--- config.mk ---
export PLATFORM = sky130hd
export DESIGN_NAME = mask_rng
export DESIGN_NICKNAME = d
export VERILOG_FILES = /design/src/mask_rng.sv
export VERILOG_INCLUDE_DIRS = /design/src
export SDC_FILE = /design/constraint.sdc
export NUM_CORES = 1
export LEC_CHECK = 0
export CAP_MARGIN = 0
export CORE_ASPECT_RATIO = 1.25
export CORE_MARGIN = 2
export CORE_UTILIZATION = 45
export CTS_CLUSTER_DIAMETER = 40
export DETAILED_ROUTE_END_ITERATION = 8
export DONT_BUFFER_PORTS = 1
export SLEW_MARGIN = 30
export SYNTH_ARGS = -nofsm -noshare
export SYNTH_HDL_FRONTEND = slang
export SYNTH_SLANG_ARGS = --single-unit
--- constraint.sdc ---
create_clock -name clk -period 8.8 [get_ports clk]
set_input_delay 2.64 -clock clk [delete_from_list [all_inputs] [get_ports clk]]
set_output_delay 2.64 -clock clk [all_outputs]
set_load 0.005 [all_outputs]
--- src/mldsa_pwm_config.svh ---
// shared constants for the masked PWM unit, included by the package and every RTL module
`ifndef MLDSA_PWM_CONFIG_SVH
`define MLDSA_PWM_CONFIG_SVH

// modulus q and share width
`define PWM_Q 23'd8380417
`define PWM_WIDTH 23

// pipeline depths
`define PWM_MUL_LATENCY 4
`define PWM_ADD_LATENCY 1
`define PWM_LATENCY (`PWM_MUL_LATENCY + `PWM_ADD_LATENCY)

// fresh mask words per cycle, one for the multiplier, one for the adder
`define PWM_RND_WORDS 2

// wishbone word address map
`define PWM_ADDR_WIDTH 4
`define PWM_ADDR_U0 4'd0
`define PWM_ADDR_U1 4'd1
`define PWM_ADDR_V0 4'd2
`define PWM_ADDR_V1 4'd3
`define PWM_ADDR_W0 4'd4
`define PWM_ADDR_W1 4'd5
`define PWM_ADDR_CTRL 4'd6
`define PWM_ADDR_STATUS 4'd7
`define PWM_ADDR_R0 4'd8
`define PWM_ADDR_R1 4'd9

// control and status bit positions
`define PWM_CTRL_START 0
`define PWM_CTRL_ACC 1
`define PWM_CTRL_ZERO 2
`define PWM_STAT_BUSY 0
`define PWM_STAT_DONE 1

`endif

--- src/mask_rng.sv ---
// xorshift mask source for simulation, gives fresh words below q every cycle
`timescale 1ns/10ps
`default_nettype none
`include "mldsa_pwm_config.svh"

module mask_rng (
    input  logic                                      clk,
    input  logic                                      reset_n,
    output logic [`PWM_RND_WORDS-1:0][`PWM_WIDTH-1:0] rnd
);

    // any nonzero seed works, zero would lock the generator
    localparam logic [31:0] SEED = 32'h6b8b_4567;

    logic [31:0]                    state_q;
    logic [`PWM_RND_WORDS:0][31:0]  chain;

    // one xorshift32 step
    function automatic logic [31:0] xs32(input logic [31:0] x);
        logic [31:0] t;
        t = x ^ (x << 13);
        t = t ^ (t >> 17);
        t = t ^ (t << 5);
        return t;
    endfunction

    // chained steps so every word in a cycle is distinct
    always_comb begin
        chain[0] = state_q;
        for (int i = 0; i < `PWM_RND_WORDS; i++) begin
            chain[i+1] = xs32(chain[i]);
            // low bits are below 2q, one subtraction folds them
            rnd[i] = (chain[i+1][`PWM_WIDTH-1:0] >= `PWM_Q) ?
                     chain[i+1][`PWM_WIDTH-1:0] - `PWM_Q : chain[i+1][`PWM_WIDTH-1:0];
        end
    end

    // advances every cycle
    always_ff @(posedge clk or negedge reset_n) begin
        if (!reset_n) begin
            state_q <= SEED;
        end else begin
            state_q <= chain[`PWM_RND_WORDS];
        end
    end

endmodule

`default_nettype wire

* Word-level counts from Yosys, hierarchy flattened *
Index checks and enable logic that the tools add are counted.
W data, S select, Z words.

storage, ports and cells
  register bits = 32
  input bits = 2
  output and inout port bits = 46
  word-level logic and storage cells = 13

cells by class
  $add $sub $neg = 2
  order comparisons = 2
  muxes and demuxes = 2
  bitwise operators = 6

operators by type and width
  kind                      count
  $xor A32 B32 Y32          4
  $xor A32 B15 Y32          2
  $ge A23 B23 Y1 const B    2
  $mux W23                  2
  $sub A23 B23 Y23 const B  2

* Longest topological paths before layout *
  depth in word-level cells = 8
  gate-level depth with buffers = 10
  gate-level depth less buffers = 9

* Worst setup path before layout *
No wires, ideal clock.

  path type = flip-flop to output port
  start = register state_q[5]
  end = output port rnd[24] in the netlist's numbering
  arrival time = 3.215 ns
  data required time = 6.160 ns
  path slack = 2.945 ns
  cell stages (with the launch flop) = 10
  buffers on the path = 0
  cells stage by stage = dfstp_2 -> xor3_4 -> xor2_4 -> xor3_1 -> inv_1 -> ha_1 -> nor4b_1 -> nand3b_1 -> nand3_2 -> mux2_1

RTL lines
  element                 line            RTL
  start, declared         mask_rng.sv:15  logic [31:0] state_q;
  start signal, assigned  mask_rng.sv:43  state_q <= chain[`PWM_RND_WORDS];
  end, declared           mask_rng.sv:9   output logic [`PWM_RND_WORDS-1:0][`PWM_WIDTH-1:0] rnd

==> metrics.md <==
| Metric | Value |
|---|---|
| Worst vdd ir | `between 0.05 and 0.06 mV` |
| Post-Syn Area per Cell | `about 11 um2` |
| Comb power frac | `0%` |
| Largest registers | `state_q x32` |
| Seq/Total Area, Yosys | `24.3%` |
| Largest family of logic cells by synthesized area | `XOR/XNOR gates` |
| Synth Area in XOR/XNOR | `54.9%` |
| Number of DRC markers in iteration 0 | `roughly 140` |
| Layout Area Growth over Synthesis | `5.76%` |
| Seq pwr share | `47.8%` |
| Antenna cells | `0` |
| Max reg flops | `32` |
| Die Y | `just over 100 um` |
| Synthesized Nets | `303` |
| Vias | `2143` |
| Die ar. | `8240 um2` |
| Unrepaired setup endpoints after global routing | `false` |
| Switch share | `about a fifth` |
| Synth Area in Compound Gates | `4.36%` |
| Critical path data required time | `between 6 and 7 ns` |
| Resize count post-CTS | `0` |
| Cts bufs inserted | `5` |
| Synth Flop Type | `dfstp_2` |
| # DRC | `0` |
| Slew Viols, Final | `0` |
| Fin nets | `297` |
| Crit path from | `state_q[5]` |
| GRT Util Overall | `a little over a fifth` |
| Worst Tran Pin Value | `0.826 ns` |
| Leading area contributor after synthesis | `xnor2_1` |
| Sw power | `0.0000611 W` |
| Worst r2r src | `state_q[5]` |
| GP Congestion | `0.886` |
| Area contributors post-synth | `xnor2_1, dfstp_2, xnor3_1` |
| Synth top area share | `19.1%` |
| R2R cell count | `4` |
| Synth Cell Area | `3390 um2` |
| Setup TNS | `0 ns` |
| CTS max path bufs | `2` |
| Mux share of post-synthesis cell area | `less than 1%` |
| H-tree levels | `2` |
| CP Capture Type | `primary output` |
| First-pass GRT wire length | `12400 um` |
| Status | `completed` |
| Routed wl met2 | `roughly 3900 um` |
| Pin count of the biggest net entering global routing | `33` |
| CP endpoint | `rnd[24]` |
| # port buffers | `0` |
| Simple-Gate Fraction of Synth Area | `between 10% and 20%` |
| Max Freq | `151 MHz` |
| CTS tree | `yes` |
| Clock Sinks | `32` |
| Synth Register Bits | `32` |
| EDFF count, synth | `0` |
| Crit path launch type | `flop` |
| Detail Route Antenna Nets | `0` |
| Worst reg-to-reg setup slack | `~6.6 ns` |
| Most frequent cell after synthesis | `xnor2_1` |
| Initial antenna violation count | `0` |
| Final number of hold-violating endpoints | `0` |
| Synth warn | `0` |
| DIE WIDTH | `between 80 and 90 um` |
| Hold Worst Slack | `0.489 ns` |
| Highest routed layer | `met4` |
| Met3 WL post-DR | `around 530 um` |
| GRT Residual Overflow | `0` |
| Max Cap Viol | `0` |
| Starting Density | `between 40 and 50%` |
| Layout cell share with drive strength beyond 1 | `16.0%` |
| Post-Syn Instances | `299` |
| Pwr per Cell Area | `86.1 nW/um2` |
| Ports | `48` |
| Adder-Cell Fraction of Synth Area | `0.739%` |
| CTS root buf | `clkbuf_8` |
| Max-slew headroom | `44.9%` |
| DR pass1 iterations | `4` |
| Synth cell count leaders | `xnor2_1, xor2_1, nor2_1, xnor3_1, dfstp_2` |
| Vias in the first global route | `2089` |
| Pleak | `1.57 nW` |
| Period minus WS final | `6.60 ns` |
| Internal power | `0.000247 W` |
| Worst reg2reg endpoint | `state_q[18]` |
| Async SR Flop Fraction | `100%` |
| Clock Latency Late Sink | `roughly 0.30 ns` |
| Hold WC Path Type | `reg2reg` |
| Clock transition at path regs | `about 0.07 ns` |
| Final Total Pwr | `0.000308 W` |
| Fin Clk Skew | `roughly 0.0064 ns` |
| Core Rows | `35` |
| Core area | `7360 um2` |
| Largest Register | `state_q` |
| Clock share of power | `52.2%` |
| Critical path type | `reg2out` |
| Wl on met1 | `3560 um` |
| Worst EP arrival | `3.96 ns` |
| HPWL Detailed | `6330 um` |
| Post-CTS Hold Fix Bufs | `0` |
| Final worst-path cycle share | `75.0%` |
| DRT Wirelength | `8190 um` |
| Worst-path fanout max | `9` |
| Post-CTS setup buffer count | `0` |
| Vias/cell | `5.55` |
| Synth cell types | `50` |
| Average routed wire per standard cell | `21.2 um` |
| Final setup violating endpoints | `0` |
==> worst min-delay path by stage <==
| stage | from | end | slack, ns | cells past startpoint |
|---|---|---|---|---|
| floorplan | state_q[26] | state_q[26] | 0.46 | 1 |
| global placement | state_q[26] | state_q[26] | 0.48 | 1 |
| detailed placement | state_q[26] | state_q[26] | 0.48 | 1 |
| CTS | state_q[26] | state_q[26] | 0.50 | 1 |
| global route | state_q[26] | state_q[26] | 0.51 | 1 |
| finish | state_q[26] | state_q[26] | 0.49 | 1 |
==> power groups by stage <==
stage / combinational (W) / clock [W] / sequential [W]
floorplan: 0.00000000115 / 0 / 0.000150
global placement: 0.00000000111 / 0 / 0.000150
detailed placement: 0.00000000112 / 0 / 0.000150
CTS: 0.00000000112 / 0.000163 / 0.000147
global route: 0.00000000112 / 0.000169 / 0.000147
finish: 0.00000000112 / 0.000161 / 0.000147
==> through the flow <==
stage          cells  cell area (um2)  setup slack (ns)  util, %
2_1_floorplan    299             3390              2.95        -
6_report         386             3580              2.20     48.7
4_1_cts          386             3580              2.16     48.7
3_5_place_dp     378             3460              2.49     47.0
3_3_place_gp     378             3440              2.49     46.8
5_1_grt          386             3580              1.97     48.7
==> placed cells by master, fill, tap and decap left out, drive strengths merged, types with 3 or more instances in the layout <==
cell     count
nor2b        3
o2111ai      3
dfrtp       15
clkbuf       7
dfstp       17
nor2        23
nand4        4
nor4         5
and3         3
inv         10
nand2        8
nand3        8
o21ai        9
xor3        13
xnor2       75
or2          4
xor2        31
xnor3       24
nor3         6
==> layout make-up <==
type                    instances  area [um2]
clock buffers                   7        96.3
clock inverters                 1        30.0
fillers                       670        3770
inverters                      11        41.3
multi-input cells             243        2480
flip-flops and latches         32         822
well taps                      92         115
==> kinds of logic (layout without fill, tap and decap cells) <==
kind of cell / after synthesis / after routing
fa+ha+maj: 2 / 2
simple gates: 74 / 74
compound gates: 21 / 21
mux: 3 / 3
flops: 32 / 32
xor+xnor: 143 / 143
buf+inv: 24 / 19
==> per-layer routing <==
| layer | global-route usage [%] | vias up |
|---|---|---|
| met5 | 0 | - |
| met2 | 33.4 | 83 |
| met4 | 7.31 | 0 |
| met1 | 29.5 | 1053 |
| met3 | 3.41 | 12 |
| li1 | - | 995 |
==> critical path, stage by stage (launching register included) <==
cell and delay, ns:
dfstp_2 0.59, xor3_4 0.59, xor2_4 0.38, xor3_1 0.39, inv_1 0.07, ha_1 0.21
nor4b_1 0.72, nand3b_1 0.22, nand3_2 0.15, mux2_1 0.35
No activity file was read; power rests on OpenSTA's default activity.
