<file path="src/mldsa_pwm_config.svh">
// shared constants for the masked PWM unit, included by the package and every RTL module
`ifndef MLDSA_PWM_CONFIG_SVH
`define MLDSA_PWM_CONFIG_SVH

// modulus q and share width
`define PWM_Q 23'd8380417
`define PWM_WIDTH 23

// pipeline depths
`define PWM_MUL_LATENCY 4
`define PWM_ADD_LATENCY 1
`define PWM_LATENCY (`PWM_MUL_LATENCY + `PWM_ADD_LATENCY)

// fresh mask words per cycle, one for the multiplier, one for the adder
`define PWM_RND_WORDS 2

// wishbone word address map
`define PWM_ADDR_WIDTH 4
`define PWM_ADDR_U0 4'd0
`define PWM_ADDR_U1 4'd1
`define PWM_ADDR_V0 4'd2
`define PWM_ADDR_V1 4'd3
`define PWM_ADDR_W0 4'd4
`define PWM_ADDR_W1 4'd5
`define PWM_ADDR_CTRL 4'd6
`define PWM_ADDR_STATUS 4'd7
`define PWM_ADDR_R0 4'd8
`define PWM_ADDR_R1 4'd9

// control and status bit positions
`define PWM_CTRL_START 0
`define PWM_CTRL_ACC 1
`define PWM_CTRL_ZERO 2
`define PWM_STAT_BUSY 0
`define PWM_STAT_DONE 1

`endif

</file>
<file path="src/masked_pwm_pkg.sv">
// types and modular helpers for the masked PWM unit, referenced by scoped name
`default_nettype none
`include "mldsa_pwm_config.svh"

package masked_pwm_pkg;

    // coefficient as two arithmetic shares, index 0 is share 0
    typedef logic [1:0][`PWM_WIDTH-1:0] share_t;

    // register map
    typedef enum logic [`PWM_ADDR_WIDTH-1:0] {
        U0     = `PWM_ADDR_U0,
        U1     = `PWM_ADDR_U1,
        V0     = `PWM_ADDR_V0,
        V1     = `PWM_ADDR_V1,
        W0     = `PWM_ADDR_W0,
        W1     = `PWM_ADDR_W1,
        CTRL   = `PWM_ADDR_CTRL,
        STATUS = `PWM_ADDR_STATUS,
        R0     = `PWM_ADDR_R0,
        R1     = `PWM_ADDR_R1
    } pwm_reg_e;

    // single-cycle ack handshake
    typedef enum logic {
        IDLE = 1'b0,
        ACK  = 1'b1
    } wb_state_e;

    // a + b mod q, both inputs already below q
    function automatic logic [`PWM_WIDTH-1:0] add_mod(input logic [`PWM_WIDTH-1:0] a,
                                                      input logic [`PWM_WIDTH-1:0] b);
        logic [`PWM_WIDTH:0] s;
        s = {1'b0, a} + {1'b0, b};
        if (s >= {1'b0, `PWM_Q}) begin
            s = s - {1'b0, `PWM_Q};
        end
        return s[`PWM_WIDTH-1:0];
    endfunction

    // a - b mod q, borrow bit tells when to add q back
    function automatic logic [`PWM_WIDTH-1:0] sub_mod(input logic [`PWM_WIDTH-1:0] a,
                                                      input logic [`PWM_WIDTH-1:0] b);
        logic [`PWM_WIDTH:0] d;
        d = {1'b0, a} - {1'b0, b};
        if (d[`PWM_WIDTH]) begin
            d = d + {1'b0, `PWM_Q};
        end
        return d[`PWM_WIDTH-1:0];
    endfunction

endpackage

`default_nettype wire

</file>
<file path="src/pwm_req_if.sv">
// request and response bundle between the register block and the PWM datapath
`timescale 1ns/10ps
`default_nettype none

interface pwm_req_if;

    // request side, one item per valid cycle, no ready
    logic                   valid;
    logic                   zeroize;
    masked_pwm_pkg::share_t u;
    masked_pwm_pkg::share_t v;
    masked_pwm_pkg::share_t w;

    // response side, fixed latency after valid
    logic                   res_valid;
    masked_pwm_pkg::share_t res;

    // register block
    modport master (output valid, zeroize, u, v, w, input res_valid, res);

    // datapath
    modport slave (input valid, zeroize, u, v, w, output res_valid, res);

endinterface

`default_nettype wire

</file>
<file path="src/pwm_wb_regs.sv">
// wishbone classic register block, holds operand shares, starts the datapath, captures results
`timescale 1ns/10ps
`default_nettype none
`include "mldsa_pwm_config.svh"

module pwm_wb_regs (
    input  logic                       clk,
    input  logic                       reset_n,
    input  logic                       cyc,
    input  logic                       stb,
    input  logic                       we,
    input  logic [`PWM_ADDR_WIDTH-1:0] adr,
    input  logic [31:0]                dat_w,
    output logic [31:0]                dat_r,
    output logic                       ack,
    pwm_req_if.master                  req
);

    localparam int W   = `PWM_WIDTH;
    localparam int PAD = 32 - W;

    masked_pwm_pkg::wb_state_e state_q;
    masked_pwm_pkg::pwm_reg_e  reg_sel;
    masked_pwm_pkg::share_t    u_q;
    masked_pwm_pkg::share_t    v_q;
    masked_pwm_pkg::share_t    w_q;
    masked_pwm_pkg::share_t    r_q;
    logic                      acc_q;
    logic                      busy_q;
    logic                      done_q;
    logic                      valid_q;
    logic                      zero_q;
    logic                      wr_en;
    logic                      ctrl_wr;
    logic                      zero_req;
    logic                      start;
    logic [31:0]               rd_data;

    assign reg_sel  = masked_pwm_pkg::pwm_reg_e'(adr);
    assign ack      = (state_q == masked_pwm_pkg::ACK);
    // writes land at the end of the ack cycle
    assign wr_en    = ack && we;
    assign ctrl_wr  = wr_en && (reg_sel == masked_pwm_pkg::CTRL);
    assign zero_req = ctrl_wr && dat_w[`PWM_CTRL_ZERO];
    // zeroize wins, start while busy dropped
    assign start    = ctrl_wr && dat_w[`PWM_CTRL_START] && !zero_req && !busy_q;

    // ack one cycle after cyc & stb, never stalls
    always_ff @(posedge clk or negedge reset_n) begin
        if (!reset_n) begin
            state_q <= masked_pwm_pkg::IDLE;
        end else begin
            case (state_q)
                masked_pwm_pkg::IDLE: if (cyc && stb) state_q <= masked_pwm_pkg::ACK;
                default:              state_q <= masked_pwm_pkg::IDLE;
            endcase
        end
    end

    // operand shares and accumulate mode
    always_ff @(posedge clk or negedge reset_n) begin
        if (!reset_n) begin
            u_q   <= '0;
            v_q   <= '0;
            w_q   <= '0;
            acc_q <= 1'b0;
        end else if (wr_en) begin
            case (reg_sel)
                masked_pwm_pkg::U0:   u_q[0] <= dat_w[W-1:0];
                masked_pwm_pkg::U1:   u_q[1] <= dat_w[W-1:0];
                masked_pwm_pkg::V0:   v_q[0] <= dat_w[W-1:0];
                masked_pwm_pkg::V1:   v_q[1] <= dat_w[W-1:0];
                masked_pwm_pkg::W0:   w_q[0] <= dat_w[W-1:0];
                masked_pwm_pkg::W1:   w_q[1] <= dat_w[W-1:0];
                masked_pwm_pkg::CTRL: acc_q  <= dat_w[`PWM_CTRL_ACC];
                default: ;
            endcase
        end
    end

    // start, zeroize, busy/done and result capture
    always_ff @(posedge clk or negedge reset_n) begin
        if (!reset_n) begin
            valid_q <= 1'b0;
            zero_q  <= 1'b0;
            busy_q  <= 1'b0;
            done_q  <= 1'b0;
            r_q     <= '0;
        end else begin
            valid_q <= start;
            zero_q  <= zero_req;
            if (zero_q) begin
                // pipe is flushed, nothing will come back
                busy_q <= 1'b0;
                done_q <= 1'b0;
                r_q    <= '0;
            end else if (start) begin
                busy_q <= 1'b1;
                done_q <= 1'b0;
            end else if (req.res_valid) begin
                r_q    <= req.res;
                busy_q <= 1'b0;
                done_q <= 1'b1;
            end
        end
    end

    // read mux, unmapped reads zero
    always_comb begin
        rd_data = '0;
        case (reg_sel)
            masked_pwm_pkg::U0:     rd_data = {{PAD{1'b0}}, u_q[0]};
            masked_pwm_pkg::U1:     rd_data = {{PAD{1'b0}}, u_q[1]};
            masked_pwm_pkg::V0:     rd_data = {{PAD{1'b0}}, v_q[0]};
            masked_pwm_pkg::V1:     rd_data = {{PAD{1'b0}}, v_q[1]};
            masked_pwm_pkg::W0:     rd_data = {{PAD{1'b0}}, w_q[0]};
            masked_pwm_pkg::W1:     rd_data = {{PAD{1'b0}}, w_q[1]};
            masked_pwm_pkg::CTRL:   rd_data[`PWM_CTRL_ACC] = acc_q;
            masked_pwm_pkg::STATUS: begin
                rd_data[`PWM_STAT_BUSY] = busy_q;
                rd_data[`PWM_STAT_DONE] = done_q;
            end
            masked_pwm_pkg::R0:     rd_data = {{PAD{1'b0}}, r_q[0]};
            masked_pwm_pkg::R1:     rd_data = {{PAD{1'b0}}, r_q[1]};
            default:                rd_data = '0;
        endcase
    end

    // read data latched as the cycle is accepted, valid with ack
    always_ff @(posedge clk or negedge reset_n) begin
        if (!reset_n) begin
            dat_r <= '0;
        end else if ((state_q == masked_pwm_pkg::IDLE) && cyc && stb && !we) begin
            dat_r <= rd_data;
        end
    end

    // request to the datapath, w gated by accumulate
    assign req.valid   = valid_q;
    assign req.zeroize = zero_q;
    assign req.u       = u_q;
    assign req.v       = v_q;
    assign req.w       = acc_q ? w_q : '0;

endmodule

`default_nettype wire

</file>
<file path="src/flat_wrapper.sv">
// flat-port wrapper written by rule: the top's interface ports become plain ports
module pwm_wb_regs_flat 
  (clk, reset_n, cyc, stb, we, adr, dat_w, dat_r, ack, req_valid, req_zeroize, req_u, req_v, req_w, req_res_valid, req_res);
  pwm_req_if req_i ();
  input  logic clk;
  input  logic reset_n;
  input  logic cyc;
  input  logic stb;
  input  logic we;
  input  logic [`PWM_ADDR_WIDTH-1:0] adr;
  input  logic [31:0] dat_w;
  output logic [31:0] dat_r;
  output logic ack;
  output wire logic [$bits(req_i.valid)-1:0] req_valid;
  output wire logic [$bits(req_i.zeroize)-1:0] req_zeroize;
  output wire logic [$bits(req_i.u)-1:0] req_u;
  output wire logic [$bits(req_i.v)-1:0] req_v;
  output wire logic [$bits(req_i.w)-1:0] req_w;
  input wire logic [$bits(req_i.res_valid)-1:0] req_res_valid;
  input wire logic [$bits(req_i.res)-1:0] req_res;
  assign req_valid = req_i.valid;
  assign req_zeroize = req_i.zeroize;
  assign req_u = req_i.u;
  assign req_v = req_i.v;
  assign req_w = req_i.w;
  assign req_i.res_valid = req_res_valid;
  assign req_i.res = req_res;
  pwm_wb_regs u_core (.clk(clk), .reset_n(reset_n), .cyc(cyc), .stb(stb), .we(we), .adr(adr), .dat_w(dat_w), .dat_r(dat_r), .ack(ack), .req(req_i));
endmodule
</file>
<file path="config.mk">
export PLATFORM = sky130hd
export DESIGN_NAME = pwm_wb_regs_flat
export DESIGN_NICKNAME = d
export VERILOG_FILES = /design/src/masked_pwm_pkg.sv /design/src/pwm_req_if.sv /design/src/pwm_wb_regs.sv /design/src/flat_wrapper.sv
export VERILOG_INCLUDE_DIRS = /design/src
export SDC_FILE = /design/constraint.sdc
export NUM_CORES = 1
export LEC_CHECK = 0
export BUFFER_PORTS_ARGS = -buffer_cell sky130_fd_sc_hd__buf_2
export CELL_PAD_IN_SITES_DETAIL_PLACEMENT = 1
export CELL_PAD_IN_SITES_GLOBAL_PLACEMENT = 2
export CORE_UTILIZATION = 39
export CTS_BUF_LIST = sky130_fd_sc_hd__clkbuf_4
export DETAILED_ROUTE_END_ITERATION = 10
export GPL_ROUTABILITY_DRIVEN = 0
export PLACE_DENSITY_LB_ADDON = 0.1
export SLEW_MARGIN = 25
export SYNTH_ARGS = -nofsm -noshare
export SYNTH_HDL_FRONTEND = slang
export SYNTH_SLANG_ARGS = --single-unit
</file>
<file path="constraint.sdc">
create_clock -name clk -period 5.35 [get_ports clk]
set_clock_uncertainty 0.15 [all_clocks]
set_input_delay 0.535 -clock clk [delete_from_list [all_inputs] [get_ports clk]]
set_output_delay 0.535 -clock clk [all_outputs]
set_load 0.01 [all_outputs]
</file>
== Word-level counts from Yosys, hierarchy flattened ==
Index checks and enable logic that the tools add are counted.
Word-level totals
  output and inout bits: 173
  register bits after elaboration: 222
  word-level logic and storage cells: 65
Cells by class
  bitwise operators: 1
  equality and inequality tests: 10
  mux-type cells: 15
  reductions and logical operators: 24
Operators with widths (count)
  two-way mux 46 bit: 4
  one-hot mux 21 bit (8 select lines): 1
  == test 4 x 3 -> 1 bit (second input constant): 4
  AND reduction 2 bit: 8
  logical AND 1 bit: 10
  one-hot mux 1 bit (10 select lines): 1
  one-hot mux 1 bit (9 select lines): 1
  == test 4 x 2 -> 1 bit (second input constant): 2
  == test 4 bit (second input constant): 2
  two-way mux 1 bit: 8
  == test 4 x 1 -> 1 bit (second input constant): 1
  zero test 4 bit: 1
  zero test 1 bit: 3
  nonzero test 3 bit: 1
  != test 2 x 1 -> 1 bit (second input constant): 1
  nonzero test 2 bit: 1
  inverter 1 bit: 1

== Longest topological paths before layout ==
Gate-level depths: netlist of run 1.
  depth in word-level cells: 8
  gate-level depth with buffers: 7
  depth with buffers taken out: 4

== Least setup slack after synthesis of run 1 ==
OpenSTA, ideal clock, no wires.
  kind: in2reg
  start: in adr[2]
  end: reg u_core.v_q, in the netlist u_core.req.v[10]
  required time: 5075 ps
  library setup time: 125 ps
  data arrival time: 1861 ps
  path buffers: 3
  stages on the path: 6
  path slack: 3214 ps
  path through: buf_2 -> nor4b_2 -> nor2b_1 -> clkbuf_1 -> buf_4 -> mux2_2
On the way
  cells in the longest elaborated chain, start to end: 2
Ends and longest elaborated chain
  start: declaration: RTL line flat_wrapper.sv:10  | input logic [`PWM_ADDR_WIDTH-1:0] adr;
  == test 4 x 2 -> 1 bit: RTL line pwm_wb_regs.sv:68  | case (reg_sel)
  AND reduction 2 bit (no source line)
  end: declaration: RTL line pwm_wb_regs.sv:25  | masked_pwm_pkg::share_t v_q;
Every way passes these cells.
A chain may end at the register's enable or synchronous reset.

== Worst setup path in the final report of run 1 ==
  start: reg u_core.state_q (netlist: u_core.ack)
  end: reg u_core.r_q[40] in the netlist's numbering
On the way
  cells in the longest elaborated chain, start to end: 8
  elaborated cells between the ends (all ways): 9
Ends and longest elaborated chain
  start: declaration: RTL line pwm_wb_regs.sv:22  | masked_pwm_pkg::wb_state_e state_q;
  start signal: assignment: RTL line pwm_wb_regs.sv:51  | state_q <= masked_pwm_pkg::IDLE;
  start signal: assignment: RTL line pwm_wb_regs.sv:54  | masked_pwm_pkg::IDLE: if (cyc && stb) state_q <= masked_pwm_pkg::ACK;
  start signal: assignment: RTL line pwm_wb_regs.sv:55  | default: state_q <= masked_pwm_pkg::IDLE;
  logical AND 1 bit (*): RTL line pwm_wb_regs.sv:42  | assign wr_en = ack && we;
  logical AND 1 bit (*): RTL line pwm_wb_regs.sv:43  | assign ctrl_wr = wr_en && (reg_sel == masked_pwm_pkg::CTRL);
  logical AND 1 bit: RTL line pwm_wb_regs.sv:44  | assign zero_req = ctrl_wr && dat_w[`PWM_CTRL_ZERO];
  zero test 1 bit: RTL line pwm_wb_regs.sv:46  | assign start = ctrl_wr && dat_w[`PWM_CTRL_START] && !zero_req && !busy_q;
  logical AND 1 bit (*) (2 in series): RTL line pwm_wb_regs.sv:46
  via u_core.start: RTL line pwm_wb_regs.sv:36  | logic start;
  != test 2 x 1 -> 1 bit (no source line) (*)
  AND reduction 2 bit (no source line) (*)
  end signal: assignment: RTL line pwm_wb_regs.sv:101  | r_q <= req.res;
  end: declaration: RTL line pwm_wb_regs.sv:27  | masked_pwm_pkg::share_t r_q;
Mark *: on every way through the listed nets, which the timed path passes. The rest lies on a longest branch.

==> impl_metrics.py, run 1 <==
metrics = {
    "outcome": {
        "result_of_the_run": "finished, final reports clean",
    },
    "placement": {
        "postPlaceCellArea_sq_um": 10900,
        "post-dp-hpwl_um": 20000,
        "port-buffer-count": 242,
    },
    "finish": {
        "area_delta_synth_final_pct": 31.8,
        "fillers": 2546,
        "num-nets-final": 1126,
        "layout.area.seq_sq_um": 5330,
        "multi_input_comb_area_sq_um": 3860,
        "postLayoutCellArea_sq_um": 12500,
        "drive_above_1_share_pct": 44.6,
    },
    "worst_setup_path": {
        "crit_reg_reg_startpoint": "u_core.ack$_DFF_PN0_",
        "worstPathRequired_ns": 5.80,
        "crit_start": "u_core.ack$_DFF_PN0_",
        "setup.worst_path.end_class": "flop",
        "critical_path.slowest_cell": "sky130_fd_sc_hd__o21ba_2",
        "critPathArrivalTime_ns": 3.34,
        "cp_max_fo": 29,
        "path_cells": "nand2_1 > nor4_4 > o21ba_2 > buf_4 > a22o_1",
        "cp_launch_type": "flop",
        "worstSetupPathType": "flop to flop",
        "crit_path_max_incr_delay_ns": 0.59,
    },
    "timing": {
        "unrepaired_setup_endpoints_after_global_routing": "no",
        "worst_pin_slew_ns": 1.07,
        "final-setup-viol-count": 0,
        "final-max-slew-violation-count": 0,
        "part_of_the_cycle_the_worst_path_needs_pct": 54.0,
        "maxSlewHeadroom_pct": 28.5,
        "timing.final.crit_period_ns": 2.89,
        "hold_viol_final": 0,
        "setup_total_negative_slack_ns": 0,
        "max_freq_ghz": 0.346,
    },
    "clock_tree": {
        "clock_latency_ns": 0.68,
        "clk_root_buffer_cell": "sky130_fd_sc_hd__clkbuf_4",
        "cts.path.max_buffers": 3,
        "clock_sinks": 213,
        "post_cts_buffers": 0,
        "post_cts.resized_instances": 0,
        "cts_hold_repair.buffers": 72,
        "cts_tree": "done",
        "cts_max_level": 2,
        "cts_clock_pin_slew_for_the_worst_setup_and_hold_paths_ns": 0.06,
        "numCtsBuffers": 59,
    },
    "die": {
        "die_x_um": 158,
        "height_of_the_die_um": 158,
        "boundaryPins": 261,
        "cell_rows": 56,
        "floorplan.die_area_sq_um": 24900,
        "coreArea_sq_um": 23600,
        "starting_utilization_of_the_core_area_pct": 40.1,
    },
    "route": {
        "drc_errors": 0,
        "route.detailed.wl_per_inst_um": 24.0,
        "drt_iter0_drc": 376,
        "drt-pass1-iter-count": 5,
        "viasPerCell": 5.50,
        "routed_wl_um": 33600,
        "vias": 7707,
        "ant_nets": 0,
    },
    "synth": {
        "unique_cell_type_count_in_the_yosys_netlist": 47,
        "synth_area_per_cell_sq_um": 13.4,
        "ys.warnings.count": 0,
        "syn_area_sq_um": 9460,
        "flop_and_latch_count_out_of_synthesis": 213,
        "synthesis.instances": 707,
        "synth.yosys.seq_area_share_pct": 56.3,
    },
    "worst_hold_path": {
        "min-delay-start": "dat_w[0]",
        "min_path_type": "primary input to flop",
    },
    "global_routing": {
        "grt_max_degree": 111,
        "grt_overflow": 0,
        "globalRouteTotalUtil_pct": 27.6,
        "first_pass_grt_wire_length_um": 50600,
        "via_count_of_the_first_global_routing_pass": 8361,
        "antenna_found_initial": 1,
    },
    "power_and_ir_drop": {
        "peakVddDrop_mv": 0.179,
        "total_leakage_power_nw": 6.30,
        "power_density_nw_per_um2": 316,
    },
    "run": {
        "timing.max_cap.violations": 0,
    },
}
==> metal layers <==
metal | vias up | routed length [um] | global-route usage, %
li1 | 3353 | - | -
met3 | 56 | 2230 | 6.27
met2 | 325 | 16100 | 45.1
met1 | 3973 | 14500 | 35.7
met4 | 0 | 739 | 10.4
met5 | - | 0 | 0
==> cell usage in the layout (no fill, tap or decap), types with 4 or more instances in the layout <==
cell                            netlist  routed
sky130_fd_sc_hd__nor2_1               5       4
sky130_fd_sc_hd__a21oi_1              4       4
sky130_fd_sc_hd__a22o_1              68      68
sky130_fd_sc_hd__buf_2               12     241
sky130_fd_sc_hd__nand4_1             21      21
sky130_fd_sc_hd__dfrtp_1            213     213
sky130_fd_sc_hd__mux2_2             112     112
sky130_fd_sc_hd__nor2b_4              0       6
sky130_fd_sc_hd__clkinv_1             0      14
sky130_fd_sc_hd__and2_1              47      47
sky130_fd_sc_hd__buf_4               18      14
sky130_fd_sc_hd__mux2_1              27      27
sky130_fd_sc_hd__clkbuf_4             0      90
sky130_fd_sc_hd__nor4b_4              1       4
sky130_fd_sc_hd__dlygate4sd3_1        0      72
sky130_fd_sc_hd__conb_1               1       9
sky130_fd_sc_hd__a22oi_1             84      84
==> report_power, final <==
part / total (mW) / internal [mW] / switching (mW)
clock network: 1.44 / 0.759 / 0.684
logic: 0.585 / 0.280 / 0.305
registers: 1.91 / 1.78 / 0.132
total: 3.94 / 2.82 / 1.12
==> worst paths after layout <==
kind / slack [ns] / end / depth (start not counted)
min in group asynchronous: 0.37 / u_core.ack$_DFF_PN0_ / 2
worst max register to register: 2.46 / u_core.r_q[40]$_DFFE_PN0P_ / 5
worst min register to register: 0.33 / u_core.ack$_DFF_PN0_ / 1
worst max-delay path: 2.46 / u_core.r_q[40]$_DFFE_PN0P_ / 5
max in group asynchronous: 3.30 / u_core.w_q[37]$_DFFE_PN0P_ / 3
worst min-delay path: 0.07 / u_core.req.v[23]$_DFFE_PN0P_ / 2
==> layout make-up <==
cell class                      instances  area share [%]
Timing Repair Buffer                  332            17.2
Sequential cell                       213            42.7
Multi-Input combinational cell        431            30.9
Tap cell                              319            3.20
Clock inverter                         15           0.482
Antenna cell                            1          0.0201
Inverter                                1          0.0301
Clock buffer                           90            5.42
==> cell usage after synthesis (all sizes together) <==
library cell,number,share of area (%)
a211oi,2,0.16
a21boi,1,0.079
a21oi,4,0.21
a22o,68,6.3
a22oi,84,6.7
a32o,1,0.11
and2,47,3.1
and4bb,2,0.26
buf,36,2.8
clkbuf,34,1.3
conb,1,0.040
dfrtp,213,56
inv,1,0.040
mux2,139,17
mux2i,3,0.32
nand2,3,0.12
nand2b,2,0.13
nand3,3,0.16
nand3b,3,0.24
nand4,21,1.4
nand4b,2,0.19
nand4bb,1,0.12
nor2,5,0.20
nor2b,7,0.46
nor3,3,0.21
nor4,3,0.42
nor4b,4,0.73
nor4bb,1,0.26
o21a,1,0.079
o21ai,2,0.11
o21ba,1,0.11
o22ai,1,0.066
o32ai,1,0.093
or3,1,0.066
or3b,4,0.37
or4,1,0.079
or4bb,1,0.12
==> state kept, by name, indices dropped and copies added, names as in the netlist, 23 cells and up <==
signal	count
u_core.r_q	46
u_core.req.v	46
u_core.w_q	46
u_core.dat_r	23
u_core.req.u	46
==> cells by family after synthesis <==
group | Yosys count | share of synthesized area (%)
AO/OA/AOI/OAI | 166 | 14.0
buffers and inverters | 71 | 4.17
flip-flops | 213 | 56.3
multiplexers | 142 | 16.9
other | 1 | 0.0396
AND/OR/NAND/NOR | 114 | 8.64
==> worst max-delay path, delay by kind of cell (launching register included) <==
kind            cells  cell delay [ns]
buf+inv             1             0.48
flops               1             0.39
simple gates        2             0.97
compound gates      2             0.81
==> through the flow <==
step / util [%] / hold WS (ns) / instances / total power [mW] / setup slack, ns
4_1_cts: 52.5 / 0.0161 / 1398 / 3.98 / 2.42
6_report: 52.8 / 0.0687 / 1402 / 3.94 / 2.46
2_1_floorplan: - / 0.0894 / 715 / 2.19 / 3.21
3_3_place_gp: 46.2 / 0.301 / 1220 / 2.45 / 2.17
5_1_grt: 52.8 / 0.0533 / 1402 / 4.13 / 2.27
3_5_place_dp: 46.3 / 0.324 / 1221 / 2.48 / 2.10
Note: power is estimated with default switching activity, not from simulation.
==> run 2: changes to the inputs <==
Settings changed: CORE_UTILIZATION 39 to 36.
Clock period 5.35 ns to 2.7 ns, I/O delays scaled along.
==> run 2 against run 1 <==
Net effect:
- clock-buffer cell count shrank 6
- non-clock buffer count grew 30
- clock power grew 92%
- flip-flop and latch count is the same
- wire length grew 4.2%
- core utilization shrank 2.6 points
- via count grew 2.2%
- global-route usage shrank 1.2 points
- maximum frequency grew 10%
- design area grew 2.5%
- highest routed layer unchanged
- sequential power grew 99%
- worst setup slack lost 2.4 ns
- critical endpoint is now u_core.r_q[22]$_DFFE_PN0P_
==> impl_metrics.py, run 2 (same netlist as run 1, synthesis figures left out) <==
metrics = {
    "outcome": {
        "result_of_the_run": "finished, final reports clean",
    },
    "worst_setup_path": {
        "setup.worst_path.end_class": "flop",
        "cp_num_buf_inv": 2,
        "worstSetupPathType": "flop to flop",
        "cp_launch_type": "flop",
        "critPathArrivalTime_ns": 3.07,
        "critical_path.slowest_cell": "sky130_fd_sc_hd__dlygate4sd3_1",
        "crit_family": "simple AND/OR/NAND/NOR gates",
        "cp.depth": 6,
        "path_cells": "nand2_1 > nor4_4 > buf_4 > nor3_4 > a22o_1 > dlygate4sd3_1",
        "cp_max_fo": 12,
        "worstPathRequired_ns": 3.15,
        "reg2regPathDepth": 6,
        "crit_path_max_incr_delay_ns": 0.55,
    },
    "power_and_ir_drop": {
        "fin_total_pwr_mw": 7.78,
        "power_density_nw_per_um2": 609,
        "total_leakage_power_nw": 6.44,
        "peakVddDrop_mv": 0.315,
    },
    "die": {
        "starting_utilization_of_the_core_area_pct": 37.1,
        "height_of_the_die_um": 164,
        "die_x_um": 164,
        "cell_rows": 58,
        "coreArea_sq_um": 25500,
        "boundaryPins": 261,
        "floorplan.die_area_sq_um": 26900,
    },
    "timing": {
        "max_freq_ghz": 0.381,
        "final-setup-viol-count": 0,
        "timing.final.crit_period_ns": 2.62,
        "final-max-slew-violation-count": 0,
        "worst_pin_slew_ns": 0.880,
        "part_of_the_cycle_the_worst_path_needs_pct": 97.2,
        "maxSlewHeadroom_pct": 41.3,
        "hold_viol_final": 0,
    },
    "placement": {
        "port-buffer-count": 242,
        "place.detailed.instances": 1247,
        "postPlaceCellArea_sq_um": 11200,
        "post-dp-hpwl_um": 21400,
    },
    "route": {
        "viasPerCell": 5.47,
        "drc_errors": 0,
        "route.detailed.wl_per_inst_um": 24.4,
        "vias": 7874,
        "drt-pass1-iter-count": 5,
        "drt_iter0_drc": 433,
        "ant_nets": 0,
        "routed_wl_um": 35000,
    },
    "clock_tree": {
        "clk_root_buffer_cell": "sky130_fd_sc_hd__clkbuf_4",
        "cts_max_level": 2,
        "clock_sinks": 213,
        "cts_clock_pin_slew_for_the_worst_setup_and_hold_paths_ns": 0.07,
        "numCtsBuffers": 58,
        "cts_tree": "done",
        "cts.path.max_buffers": 3,
        "clock_latency_ns": 0.69,
    },
    "global_routing": {
        "globalRouteTotalUtil_pct": 26.4,
        "grt_overflow": 0,
        "first_pass_grt_wire_length_um": 52400,
        "via_count_of_the_first_global_routing_pass": 8583,
        "antenna_found_initial": 1,
        "grt_max_degree": 55,
    },
    "finish": {
        "drive_above_1_share_pct": 44.6,
        "layout_common_cells": "sky130_fd_sc_hd__buf_2 (241), sky130_fd_sc_hd__dfrtp_1 (213), sky130_fd_sc_hd__mux2_2 (112), sky130_fd_sc_hd__dlygate4sd3_1 (87)",
        "num-nets-final": 1155,
        "postLayoutCellArea_sq_um": 12800,
        "fillers": 2712,
        "final_cells": 1439,
        "mostFrequentLayoutCell": "sky130_fd_sc_hd__buf_2",
        "area_delta_synth_final_pct": 35.1,
    },
    "worst_hold_path": {
        "min_path_type": "primary input to flop",
        "hold_path_depth": 3,
    },
    "run": {
        "timing.max_cap.violations": 0,
    },
}
[run 2: cell types whose count changed in the layout (fill, tap and decap cells not counted), sizes merged]
cell / before / now
clkbuf: 91 / 85
clkinv: 14 / 15
buf: 259 / 274
clkinvlp: 1 / 0
diode: 1 / 3
dlygate4sd3: 72 / 87
[run 2: area by class of cell]
class	count	area [sq um]	share of cell area, %
sequential	213	5330	41.7
multi-input combinational	431	3860	30.2
timing repair buffer	362	2480	19.4
clock buffer	84	631	4.93
tap	330	413	3.23
clock inverter	15	61.3	0.480
antenna	3	7.51	0.0587
inverter	1	3.75	0.0294
[run 2: per-layer routing]
metal  up-vias  wire, um  global-route usage (%)  part of all wire [%]
met3        76      2360                    5.73                   6.7
met2       320     16800                    43.1                    48
li1       3408         -                       -                     -
met1      4070     15000                    34.7                    43
met5         -         0                       0                     0
met4         0       881                    9.13                   2.5
[run 2: final timing paths]
path | slack (ns) | end | startpoint
worst max-delay path | 0.08 | u_core.r_q[22]$_DFFE_PN0P_ | u_core.ack$_DFF_PN0_
worst min-delay path | 0.08 | u_core.dat_r[0]$_DFFE_PN0P_ | adr[1]
worst max register to register | 0.08 | u_core.r_q[22]$_DFFE_PN0P_ | u_core.ack$_DFF_PN0_
worst min register to register | 0.32 | u_core.ack$_DFF_PN0_ | u_core.ack$_DFF_PN0_
max in group asynchronous | 0.35 | u_core.done_q$_DFFE_PN0P_ | reset_n
min in group asynchronous | 0.52 | u_core.busy_q$_DFFE_PN0P_ | reset_n
[run 2: worst register-to-register path, cell delays in order (launching register included)]
cell,delay [ns]
sky130_fd_sc_hd__dfrtp_1,0.40
sky130_fd_sc_hd__nand2_1,0.41
sky130_fd_sc_hd__nor4_4,0.11
sky130_fd_sc_hd__buf_4,0.18
sky130_fd_sc_hd__nor3_4,0.52
sky130_fd_sc_hd__a22o_1,0.24
sky130_fd_sc_hd__dlygate4sd3_1,0.55
[run 2: where the power goes]
| group | internal [mW] | leakage [nW] | total (mW) | switching (mW) |
|---|---|---|---|---|
| Combinational | 0.595 | 3.22 | 1.21 | 0.610 |
| Clock | 1.41 | 0.413 | 2.77 | 1.36 |
| Sequential | 3.53 | 2.81 | 3.80 | 0.278 |
[run 2: timing repair]
| action | CTS | global route |
|---|---|---|
| endpoints found under the setup margin | 0 | 11 |
| hold endpoints to repair | 406 | 0 |
| buffers inserted | 0 | 3 |
| resized for setup | 0 | 0 |
| hold buffers | 87 | 0 |
[run 2: metrics by stage]
stage               hold slack [ns]  util [%]  TNS [ns]  setup WS (ns)
CTS                          0.0330      50.1         0         0.0734
global route                 0.0829      50.2  -0.00301       -0.00301
detailed placement            0.162      43.9         0          0.331
global placement              0.146      43.9         0          0.395
finish                       0.0768      50.2         0         0.0758
floorplan                    -0.176         -         0          0.829
==> run 3: changes to the inputs <==
Settings changed: CELL_PAD_IN_SITES_DETAIL_PLACEMENT 1 to not set, CELL_PAD_IN_SITES_GLOBAL_PLACEMENT 2 to not set, CORE_UTILIZATION 36 to 49, PLACE_DENSITY_LB_ADDON 0.1 to 0.25.
==> run 3 against run 2 <==
Net effect:
- wire length shrank 13%
- die area decreased by 26%
- core utilization rose by 18 points
- via count rose by 0.67%
- critical path depth is 1 higher
- register-to-register slack improved by 0.09 ns
- critical path type unchanged
- combinational power about the same
- clock-buffer cell count grew 7
- largest power group unchanged
- worst setup slack better by 0.089 ns
==> impl_metrics.py, run 3 (same netlist as run 1, synthesis figures left out) <==
metrics = {
    "worst_setup_path": {
        "worstSetupPathType": "flop to flop",
        "critPathArrivalTime_ns": 3.00,
        "reg2regPathDepth": 7,
        "worstPathRequired_ns": 3.16,
        "cp_max_fo": 18,
        "setup.worst_path.end_class": "flop",
        "reg2reg_setup_slack_ns": 0.16,
        "timing.rr.end": "u_core.r_q[23]$_DFFE_PN0P_",
        "cp_launch_type": "flop",
        "crit_reg_reg_startpoint": "u_core.busy_q$_DFFE_PN0P_",
    },
    "power_and_ir_drop": {
        "power_density_nw_per_um2": 627,
        "total_switching_power_mw": 2.19,
        "total_leakage_power_nw": 6.53,
        "share_clk_of_total_power_pct": 37.9,
        "peakVddDrop_mv": 0.438,
        "portion_of_total_power_attributed_to_sequential_cells_pct": 47.1,
        "p_comb_share_pct": 14.9,
        "internal_power_mw": 5.84,
        "swShare_pct": 27.3,
    },
    "die": {
        "cell_rows": 50,
        "die_x_um": 141,
        "boundaryPins": 261,
        "height_of_the_die_um": 141,
        "coreArea_sq_um": 18800,
        "starting_utilization_of_the_core_area_pct": 50.2,
        "floorplan.die_area_sq_um": 19900,
    },
    "global_routing": {
        "globalRouteTotalUtil_pct": 31.3,
        "via_count_of_the_first_global_routing_pass": 8067,
        "grt_overflow": 0,
        "grt_max_degree": 66,
        "antenna_found_initial": 1,
        "first_pass_grt_wire_length_um": 46700,
    },
    "finish": {
        "drive_above_1_share_pct": 45.2,
        "layout_common_cells": "sky130_fd_sc_hd__buf_2 (241), sky130_fd_sc_hd__dfrtp_1 (213), sky130_fd_sc_hd__mux2_2 (112), sky130_fd_sc_hd__dlygate4sd3_1 (92), sky130_fd_sc_hd__clkbuf_4 (91)",
        "area_delta_synth_final_pct": 35.4,
        "final_cells": 1380,
        "postLayoutCellArea_sq_um": 12800,
        "num-nets-final": 1161,
        "mostFrequentLayoutCell": "sky130_fd_sc_hd__buf_2",
    },
    "clock_tree": {
        "clk_root_buffer_cell": "sky130_fd_sc_hd__clkbuf_4",
        "clock_latency_ns": 0.67,
        "cts_tree": "done",
        "numCtsBuffers": 57,
        "clock_sinks": 213,
        "post_cts_buffers": 0,
        "cts_clock_pin_slew_for_the_worst_setup_and_hold_paths_ns": 0.07,
        "cts.path.max_buffers": 3,
        "cts_max_level": 2,
    },
    "timing": {
        "maxSlewHeadroom_pct": 34.3,
        "worst_pin_slew_ns": 0.983,
        "final-max-slew-violation-count": 0,
        "hold_viol_final": 0,
        "worst_hold_slack_ns": 0.0773,
        "unrepaired_setup_endpoints_after_global_routing": "no",
        "setup_total_negative_slack_ns": 0,
        "final-setup-viol-count": 0,
        "max_freq_ghz": 0.394,
        "timing.final.crit_period_ns": 2.54,
        "part_of_the_cycle_the_worst_path_needs_pct": 93.9,
    },
    "route": {
        "drt_iter0_drc": 445,
        "ant_nets": 0,
        "viasPerCell": 5.74,
        "drt-pass1-iter-count": 5,
        "routed_wl_um": 30400,
        "drc_errors": 0,
        "route.detailed.wl_per_inst_um": 22.1,
        "vias": 7927,
    },
    "worst_hold_path": {
        "min_path_type": "primary input to asynchronous set/reset pin",
    },
    "placement": {
        "post-dp-hpwl_um": 17900,
        "port-buffer-count": 242,
        "place.detailed.instances": 1181,
        "postPlaceCellArea_sq_um": 11100,
    },
    "outcome": {
        "result_of_the_run": "finished, final reports clean",
    },
    "run": {
        "timing.max_cap.violations": 0,
    },
}
## run 3: changes by cell type in the layout (fill, tap and decap cells not counted), moves of 2 or more
cell and change:
sky130_fd_sc_hd__clkbuf_4 +7, sky130_fd_sc_hd__clkinv_1 -6, sky130_fd_sc_hd__buf_12 -5, sky130_fd_sc_hd__buf_4 +5, sky130_fd_sc_hd__dlygate4sd3_1 +5, sky130_fd_sc_hd__clkinv_2 +3, sky130_fd_sc_hd__bufinv_16 +2, sky130_fd_sc_hd__diode_2 -2
## run 3: worst max path at each step
stage	from	endpoint	slack, ns
6_report	u_core.busy_q$_DFFE_PN0P_	u_core.r_q[23]$_DFFE_PN0P_	0.16
2_1_floorplan	adr[2]	u_core.req.v[10]$_DFFE_PN0P_	0.83
3_5_place_dp	adr[0]	u_core.req.u[35]$_DFFE_PN0P_	0.40
5_1_grt	u_core.busy_q$_DFFE_PN0P_	u_core.r_q[22]$_DFFE_PN0P_	0.06
4_1_cts	u_core.busy_q$_DFFE_PN0P_	u_core.r_q[17]$_DFFE_PN0P_	0.11
3_3_place_gp	adr[0]	u_core.req.u[37]$_DFFE_PN0P_	0.47
## run 3: critical path: stages, from the launching register on
cell	delay, ns
sky130_fd_sc_hd__dfrtp_1	0.41
sky130_fd_sc_hd__or3b_1	0.43
sky130_fd_sc_hd__nor4_4	0.22
sky130_fd_sc_hd__buf_4	0.18
sky130_fd_sc_hd__o21ba_2	0.16
sky130_fd_sc_hd__buf_6	0.21
sky130_fd_sc_hd__a22o_1	0.16
sky130_fd_sc_hd__dlygate4sd3_1	0.57
## run 3: per-layer routing
metal  up-vias  GRT usage (%)  wire (um)
met5         -              0          0
met4         0           14.2        964
met3        78           7.10       2430
met2       440           49.5      14300
met1      3972           41.3      12800
li1       3437              -          -
## run 3: cell type report
type,instances,area [sq um]
fillers,1395,6020
clock buffers,91,683
diodes,1,2.50
clock inverters,14,109
inverters,1,3.75
multi-input cells,431,3860
well taps,260,325
flip-flops and latches,213,5330
repair buffers,369,2500
## run 3: timing repair
item,CTS,global route
resized for setup,0,1
hold buffers,93,0
hold endpoints to repair,404,0
endpoints found under the setup margin,0,3
## run 3: per-stage QoR
step / worst slack [ns] / util, % / total power [mW]
4_1_cts: 0.109 / 68.0 / 8.08
3_3_place_gp: 0.470 / 58.8 / 4.87
3_5_place_dp: 0.400 / 58.8 / 4.90
2_1_floorplan: 0.829 / - / 4.33
6_report: 0.164 / 68.0 / 8.04
5_1_grt: 0.0598 / 68.0 / 8.42
## run 3: power by group through the flow
stage / combinational, mW / clock [mW] / sequential, mW
5_1_grt: 1.29 / 3.30 / 3.82
3_3_place_gp: 1.05 / 0 / 3.82
3_5_place_dp: 1.07 / 0 / 3.83
6_report: 1.20 / 3.05 / 3.79
4_1_cts: 1.19 / 3.11 / 3.78
2_1_floorplan: 0.476 / 0 / 3.86
